File: src/include/mem_map.svh
// Region is addr[23:21] of the word address and I/O group is addr[13:12]; include only inside bus_pkg
`ifndef MEM_MAP_SVH
`define MEM_MAP_SVH

// Regions 0 to 2 all hold program ROM
localparam logic [2:0] REG_ROM_LAST = 3'd2;

localparam logic [2:0] REG_RAM  = 3'd3;  // 68000 work RAM
localparam logic [2:0] REG_ORAM = 3'd4;  // Object RAM
localparam logic [2:0] REG_VRAM = 3'd5;  // Tile RAM, char RAM when addr[16] is set
localparam logic [2:0] REG_PAL  = 3'd6;  // Palette RAM
localparam logic [2:0] REG_IO   = 3'd7;

// I/O groups within region 7
localparam logic [1:0] IO_VIDEO = 2'd0;  // Flip and video enable
localparam logic [1:0] IO_CAB   = 2'd1;  // Buttons, coins, joysticks
localparam logic [1:0] IO_DIP   = 2'd2;

`endif

File: src/hw/bus_pkg.sv
// CPU bus types for a 68000-style bus with word addresses [23:1]; the memory map header is pulled in here
`default_nettype none

package bus_pkg;

    `include "mem_map.svh"

    typedef logic [2:0] region_t;

    // One CPU bus cycle, held stable while as is high
    typedef struct packed {
        logic        as;     // Address strobe, active high here
        logic        rnw;
        logic [23:1] addr;   // Word address, bit numbers follow the byte address
        logic [15:0] wdata;
        logic [1:0]  dsn;    // {UDSn, LDSn}, active low
    } cpu_req_t;

    typedef struct packed {
        logic        ack;    // Single cycle pulse per bus cycle
        logic [15:0] rdata;
    } cpu_rsp_t;

    // At most one flag set at a time
    typedef struct packed {
        logic rom;
        logic ram;
        logic vram;
        logic char_ram;
        logic obj;
        logic pal;
        logic io;
        logic tbank;    // Tile bank latch, a write into ROM space
    } chip_sel_t;

endpackage

`default_nettype wire

File: src/hw/cab_pkg.sv
// Cabinet and video control types; only the low I/O byte carries meaning on writes
`default_nettype none

package cab_pkg;

    typedef struct packed {
        logic [1:0] start;
        logic [1:0] coin;
        logic       service;
        logic       test;
        logic [7:0] joy1;
        logic [7:0] joy2;
        logic [7:0] dip_a;
        logic [7:0] dip_b;
    } cab_in_t;

    typedef struct packed {
        logic       flip;
        logic       video_en;
        logic [5:0] tile_bank;
    } video_ctrl_t;

    // Same write word seen by the video latch and by the tile bank latch
    typedef struct packed {
        logic [8:0] rsvd;
        logic       flip;       // Bit 6
        logic       video_en;   // Bit 5
        logic [4:0] pad;
    } vid_word_t;

    typedef struct packed {
        logic [12:0] rsvd;
        logic [2:0]  half;      // One half of the six-bit bank
    } bank_word_t;

    typedef union packed {
        vid_word_t  vid;
        bank_word_t bank;
    } io_wdata_u;

    // Board wiring scrambles the joystick lines
    function automatic logic [7:0] sort_joy(input logic [7:0] joy);
        return {joy[1:0], joy[3:2], joy[7], joy[5:4], joy[6]};
    endfunction

endpackage

`default_nettype wire

File: src/hw/main_region_dec.sv
// Request must stay stable while as is high; ROM_AW up to 22 and ROM address taken straight from addr
`timescale 1ns/1ns
`default_nettype none

module main_region_dec #(
    parameter int ROM_AW = 18
) (
    input  logic                clk,
    input  logic                rst,
    input  bus_pkg::cpu_req_t   req,
    output bus_pkg::chip_sel_t  sel,
    output logic [ROM_AW-1:0]   rom_addr
);
    import bus_pkg::*;

    region_t   region;
    logic      strobe;      // Either byte lane active
    logic      rom_space;
    logic      vram_hi;
    chip_sel_t next_sel;

    assign region    = req.addr[23:21];
    assign strobe    = ~&req.dsn;
    assign rom_space = region <= REG_ROM_LAST;
    assign vram_hi   = req.addr[16];

    always_comb begin
        next_sel          = '0;
        next_sel.rom      = rom_space & req.rnw;
        next_sel.tbank    = rom_space & ~req.rnw;   // ROM writes land on the bank latch
        // Shared RAM only sees cycles with a live byte strobe
        next_sel.ram      = (region == REG_RAM) & strobe;
        next_sel.vram     = (region == REG_VRAM) & ~vram_hi & strobe;
        next_sel.char_ram = (region == REG_VRAM) & vram_hi;
        next_sel.obj      = region == REG_ORAM;
        next_sel.pal      = region == REG_PAL;
        next_sel.io       = region == REG_IO;
    end

    // Selects follow the strobe with one cycle of delay
    always_ff @(posedge clk or posedge rst) begin
        if (rst) begin
            sel <= '0;
        end else if (req.as) begin
            sel <= next_sel;
        end else begin
            sel <= '0;
        end
    end

    assign rom_addr = req.addr[ROM_AW:1];

    // Downstream muxes and the ack logic count on a single target
    sel_onehot: assert property (
        @(posedge clk) disable iff (rst) $onehot0(sel)
    ) else $error("more than one chip select active");

endmodule

`default_nettype wire

File: src/hw/main_io_regs.sv
// Only low byte writes reach the video and bank latches; cabinet byte lags the select by one cycle
`timescale 1ns/1ns
`default_nettype none

module main_io_regs (
    input  logic                 clk,
    input  logic                 rst,
    input  bus_pkg::cpu_req_t    req,
    input  bus_pkg::chip_sel_t   sel,
    input  cab_pkg::cab_in_t     cab,
    output cab_pkg::video_ctrl_t vctrl,
    output logic [7:0]           cab_dout
);
    import bus_pkg::*;
    import cab_pkg::*;

    io_wdata_u  wword;
    logic       wr_lo;      // Write cycle with LDSn low
    logic [1:0] io_group;
    logic [7:0] cab_next;

    assign wword    = req.wdata;
    assign wr_lo    = ~req.rnw & ~req.dsn[0];
    assign io_group = req.addr[13:12];

    always_ff @(posedge clk or posedge rst) begin
        if (rst) begin
            vctrl.flip      <= 1'b0;
            vctrl.video_en  <= 1'b1;    // Screen on out of reset
            vctrl.tile_bank <= '0;
        end else begin
            if (sel.io && io_group == IO_VIDEO && wr_lo) begin
                vctrl.flip     <= wword.vid.flip;
                vctrl.video_en <= wword.vid.video_en;
            end
            // Bank is loaded three bits at a time
            if (sel.tbank && wr_lo) begin
                if (req.addr[1]) begin
                    vctrl.tile_bank[5:3] <= wword.bank.half;
                end else begin
                    vctrl.tile_bank[2:0] <= wword.bank.half;
                end
            end
        end
    end

    always_comb begin
        cab_next = 8'hff;   // Unmapped reads float high
        if (sel.io) begin
            case (io_group)
                IO_CAB: begin
                    case (req.addr[2:1])
                        2'd0: begin
                            cab_next = {2'b11, cab.start, cab.service, cab.test, cab.coin};
                        end
                        2'd1:    cab_next = sort_joy(cab.joy1);
                        2'd3:    cab_next = sort_joy(cab.joy2);
                        default: cab_next = 8'hff;
                    endcase
                end
                IO_DIP:  cab_next = req.addr[1] ? cab.dip_a : cab.dip_b;
                default: cab_next = 8'hff;
            endcase
        end
    end

    always_ff @(posedge clk) begin
        cab_dout <= cab_next;
    end

endmodule

`default_nettype wire

File: src/hw/main_bus_return.sv
// ROM and RAM must keep ok high once raised until their select drops; ack is a clocked pulse, no CPU enable
`timescale 1ns/1ns
`default_nettype none

module main_bus_return (
    input  logic               clk,
    input  logic               rst,
    input  bus_pkg::cpu_req_t  req,
    input  bus_pkg::chip_sel_t sel,
    input  logic [7:0]         cab_dout,
    input  logic [15:0]        rom_data,
    input  logic               rom_ok,
    input  logic [15:0]        ram_data,
    input  logic               ram_ok,
    input  logic [15:0]        char_dout,
    input  logic [15:0]        obj_dout,
    input  logic [15:0]        pal_dout,
    output bus_pkg::cpu_rsp_t  rsp
);
    logic        mem_sel;     // External target, waits on ok
    logic        mem_ok;
    logic        local_sel;
    logic        sel_dly;     // Local select seen for a cycle
    logic        ok_dly;
    logic        ready;
    logic        done;        // Cycle answered, waiting for as to fall
    logic        ack_set;
    logic        ack;
    logic [15:0] rdata;

    assign mem_sel   = sel.rom | sel.ram | sel.vram;
    assign mem_ok    = sel.rom ? rom_ok : ram_ok;
    assign local_sel = sel.char_ram | sel.obj | sel.pal | sel.io | sel.tbank;

    // Local RAMs and the cabinet byte need one cycle after the select
    assign ready   = mem_sel ? (ok_dly & mem_ok) : (local_sel & sel_dly);
    assign ack_set = req.as & ready & ~done;

    always_ff @(posedge clk or posedge rst) begin
        if (rst) begin
            sel_dly <= 1'b0;
            ok_dly  <= 1'b0;
            done    <= 1'b0;
            ack     <= 1'b0;
        end else begin
            sel_dly <= local_sel;
            ok_dly  <= mem_sel & mem_ok;
            ack     <= ack_set;
            done    <= req.as & (done | ack_set);
        end
    end

    always_ff @(posedge clk) begin
        if (sel.ram || sel.vram) begin
            rdata <= ram_data;
        end else if (sel.rom) begin
            rdata <= rom_data;
        end else if (sel.char_ram) begin
            rdata <= char_dout;
        end else if (sel.pal) begin
            rdata <= pal_dout;
        end else if (sel.obj) begin
            rdata <= obj_dout;
        end else if (sel.io) begin
            rdata <= {8'hff, cab_dout};   // I/O is byte wide
        end
    end

    assign rsp.ack   = ack;
    assign rsp.rdata = rdata;

    // CPU holds as until it has seen the ack
    ack_in_cycle: assert property (
        @(posedge clk) disable iff (rst) ack |-> req.as
    ) else $error("ack outside a bus cycle");

    ack_pulse: assert property (
        @(posedge clk) disable iff (rst) ack |=> !ack
    ) else $error("ack held for more than one cycle");

endmodule

`default_nettype wire

File: src/hw/main_bus_top.sv
// Main CPU bus glue without CPU core, decryption, sound mapper, watchdog or interrupts
`timescale 1ns/1ns
`default_nettype none

module main_bus_top #(
    parameter int ROM_AW = 18
) (
    input  logic                 clk,
    input  logic                 rst,
    input  bus_pkg::cpu_req_t    req,
    input  cab_pkg::cab_in_t     cab,
    input  logic [15:0]          rom_data,
    input  logic                 rom_ok,
    input  logic [15:0]          ram_data,
    input  logic                 ram_ok,
    input  logic [15:0]          char_dout,
    input  logic [15:0]          obj_dout,
    input  logic [15:0]          pal_dout,
    output bus_pkg::cpu_rsp_t    rsp,
    output bus_pkg::chip_sel_t   sel,
    output logic [ROM_AW-1:0]    rom_addr,
    output logic [15:0]          mem_wdata,
    output logic [1:0]           mem_dsn,
    output cab_pkg::video_ctrl_t vctrl
);
    logic [7:0] cab_dout;

    // Write path goes to every memory untouched
    assign mem_wdata = req.wdata;
    assign mem_dsn   = req.dsn;

    main_region_dec #(
        .ROM_AW   (ROM_AW)
    ) u_dec (
        .clk      (clk),
        .rst      (rst),
        .req      (req),
        .sel      (sel),
        .rom_addr (rom_addr)
    );

    main_io_regs u_io (
        .clk      (clk),
        .rst      (rst),
        .req      (req),
        .sel      (sel),
        .cab      (cab),
        .vctrl    (vctrl),
        .cab_dout (cab_dout)
    );

    main_bus_return u_ret (
        .clk       (clk),
        .rst       (rst),
        .req       (req),
        .sel       (sel),
        .cab_dout  (cab_dout),
        .rom_data  (rom_data),
        .rom_ok    (rom_ok),
        .ram_data  (ram_data),
        .ram_ok    (ram_ok),
        .char_dout (char_dout),
        .obj_dout  (obj_dout),
        .pal_dout  (pal_dout),
        .rsp       (rsp)
    );

endmodule

`default_nettype wire

File: config.mk
export PLATFORM = sky130hd
export DESIGN_NAME = main_bus_top
export DESIGN_NICKNAME = d
export VERILOG_FILES = /design/src/hw/bus_pkg.sv /design/src/hw/cab_pkg.sv /design/src/hw/main_region_dec.sv /design/src/hw/main_io_regs.sv /design/src/hw/main_bus_return.sv /design/src/hw/main_bus_top.sv
export VERILOG_INCLUDE_DIRS = /design/src /design/src/include
export SDC_FILE = /design/constraint.sdc
export NUM_CORES = 1
export LEC_CHECK = 0
export ABC_AREA = 1
export BUFFER_PORTS_ARGS = -buffer_cell sky130_fd_sc_hd__buf_4
export CAP_MARGIN = 20
export CORE_AREA = 2 2 90 92
export CTS_CLUSTER_DIAMETER = 50
export CTS_CLUSTER_SIZE = 25
export DETAILED_ROUTE_END_ITERATION = 10
export DIE_AREA = 0 0 92 94
export PLACE_DENSITY = 0.81
export RECOVER_POWER = 50
export REMOVE_ABC_BUFFERS = 1
export SKIP_CTS_REPAIR_TIMING = 1
export SYNTH_ARGS = -nofsm -noshare
export SYNTH_HDL_FRONTEND = slang
export SYNTH_HIERARCHICAL = 1
export SYNTH_SLANG_ARGS = --single-unit
File: constraint.sdc
create_clock -name clk -period 2.2 [get_ports clk]
set_input_delay 0.11 -clock clk [delete_from_list [all_inputs] [get_ports clk]]
set_output_delay 0.11 -clock clk [all_outputs]
set_load 0.01 [all_outputs]
==> impl_results.md <==
* Outcome: finished, final reports clean
* Number of fill cells at 764
* Die footprint at 8650 um2
* Max-slew violation total from the final report at 0
* Detailed Routing Iterations Pass 1 at 4
* Worst setup endpoint: u_ret/rdata[9]
* Top-level I/O count at 234
* FFs w/ async S/R, synth at 45.5%
* TritonCTS buffer count at 5
* Core area at 7610 um2
* Critical Path RT at 2250 ps
* First-pass GRT wire length at 15,000 um
* Most used cell, CP: nand2_1
* FP Rows at 32
* Predominant post-synthesis flop cell: dfrtp_1
* IO Port Bufs at 183
* DR iter-0 viols at 126
* ANT cells at 0
* Rel. slew slack at 30.1%
* Critical Path Source Type: flop
* Tot GR Track Use at 22.1%
* Critical Path AT at 1670 ps
* Pwr Density at 475 nW/um2
* Initial Util at 40.4%
* Vias/cell at 4.84
* Crit path kind: flop to flop
* FMAX at 0.616 GHz
* Setup crit start: u_dec/sel[2]
* RR Startpoint: u_dec/sel[2]
* CTS clk-pin slew, worst paths at 90 ps
* Clk_skew at 10.1 ps
* Largest net degree at the start of global routing at 34
* Critical Path Sink Type: flop
* Final ANT Viol Nets at 0
* RSZ-0062 raised after global routing: no
* DRC Markers at 0
* Root Driver: clkbuf_8
* Mapped Cells at 427
* Chip width at 92 um
* Initial antenna violation count at 0
* GRT overflow at 0
* Num Clock Sinks at 44
* Fraction of layout cells with a size suffix above 1 at 33.6%
* Depth of the worst register-to-register path at 6
* Max cap viols at 0
* Setup Total Neg Slack at 0 ps
* Die height at 94 um
* Distinct cells, synth at 29
* Tcrit/Tclk final at 73.8%
* Maximum clock path buffer count at 2
* Post-synth EDFFs at 16
* Seq/Total Area, Yosys at 37.2%
* Synthesized area at 3070 um2
* Seq cells post-synth at 44
* Final #Nets at 736
* Reg-to-reg endpoint: u_ret/rdata[9]
* Slowest stage delay, CP at 560 ps
* Via count at 3,249
* CP Max Fanout at 17
* Crit path cell chain: inv_4 -> nand2_8 -> o22ai_1 -> nand2_1 -> nand2_1 -> nand3_1
* Slew @ Worst Pin at 1050 ps
* WL/cell at 14.5 um
* Hold Violations, Final at 0
* Setup-failing EPs final at 0
* Minimum clock period at 1620 ps
* Crit path max-delay cell type: dfrtp_1
* Syn Area/Cell at 7.19 um2
* Peak supply drop at 0.000222 V
* Routed wire length at 9700 um
* Hold Crit Class: primary input to flop
* Pleak at 2.15 nW
* Worst skew pair latency at 290 ps
* Final Wtd Congestion at 0.810
* Internal reg-to-reg setup slack at 580 ps
* DP HPWL at 7790 um
* TritonCTS clock tree: yes
* Layout area overhead at 37.3%
* Vias in the first global route at 3,232
* Final Util at 55.4%
* Ys Warns at 6
* H-tree levels at 2
registers in the layout, indices dropped and copies added (netlist names):
name,flops
u_dec/sel,8
u_ret/sel_dly,1
u_io/cab_dout,8
u_ret/ok_dly,1
u_ret/rdata,16
u_ret/done,1
u_io/vctrl,8
u_ret/ack,1
placed cells by master (no fill, tap or decap), drive strengths merged, types with 3 or more instances in the layout:
cell type,synthesis,routed
inv,39,40
dfxtp,8,8
a21oi,13,13
ha,3,3
buf,55,161
nor2,47,47
dlygate4sd3,0,4
clkbuf,1,30
dfrtp,19,19
edfxtp,16,16
o22ai,8,8
nand2,126,126
nand3,55,55
o21ai,28,28
per-layer routing:
metal  part of all wire, %  vias up  wire [um]  track usage (%)
li1                      -     1613          -                -
met1                    41     1452       3950             25.6
met2                    48      176       4640             38.1
met3                    11        8       1020             8.51
met4                  0.92        0         89             5.85
met5                     0        -          0             3.21
per-stage QoR:
step           instance area [um2]  std cells  power [mW]  worst slack (ps)  hold WS [ps]
6_report                      4220        671        2.00               577          18.9
5_1_grt                       4220        671        2.12               415          7.28
4_1_cts                       4270        667        2.05               560          -298
3_5_place_dp                  4180        659        1.53               588          28.4
3_3_place_gp                  4180        659        1.51               616          25.3
2_1_floorplan                 2660        371        1.16               215          -124
worst min-delay path by stage:
stage | start | to | slack, ps | depth (start not counted)
5_1_grt | req[38] | u_dec/sel[2] | 7 | 2
3_3_place_gp | rst | u_ret/ok_dly | 30 | 2
2_1_floorplan | rst | u_ret/ack | -120 | 1
3_5_place_dp | rst | u_ret/ok_dly | 30 | 2
4_1_cts | rst | u_ret/ok_dly | -300 | 2
6_report | req[38] | u_dec/sel[2] | 20 | 2
power breakdown:
group | switching (mW) | internal (mW) | leakage, nW
registers | 0.0281 | 0.917 | 0.471
logic | 0.257 | 0.285 | 1.63
clock network | 0.289 | 0.226 | 0.0447
total | 0.574 | 1.43 | 2.15
synth_stat cells (7+ instances only):
master,count,share of area (%)
buf_4,42,10
o21ai_0,21,3.4
nor2_1,44,5.4
edfxtp_1,16,16
nand3_1,55,9.0
dfrtp_1,19,15
nand2_1,119,15
o21ai_1,7,1.1
buf_2,8,1.3
dfxtp_1,8,5.2
inv_1,35,4.3
a21oi_1,13,2.1
cell families after synthesis:
group | after synthesis | synth area share, %
compound gates | 53 | 10.5
fa+ha+maj | 3 | 1.22
buf+inv | 95 | 18.5
flops | 44 | 37.2
simple gates | 232 | 32.6
critical path: cells and delay by family, from the launching register on:
family	cells	cell delay [ps]
simple gates	4	350
flops	1	560
buf+inv	1	310
compound gates	1	160
layout make-up:
type	count	area, um2	share of cell area, %
multi-input combinational	288	1360	32.3
timing repair buffer	190	1340	31.8
sequential	44	1140	27.1
inverter	39	151	3.59
tap	102	128	3.03
clock buffer	5	68.8	1.63
clock inverter	3	22.5	0.534
Note: power is estimated with default switching activity, not from simulation.
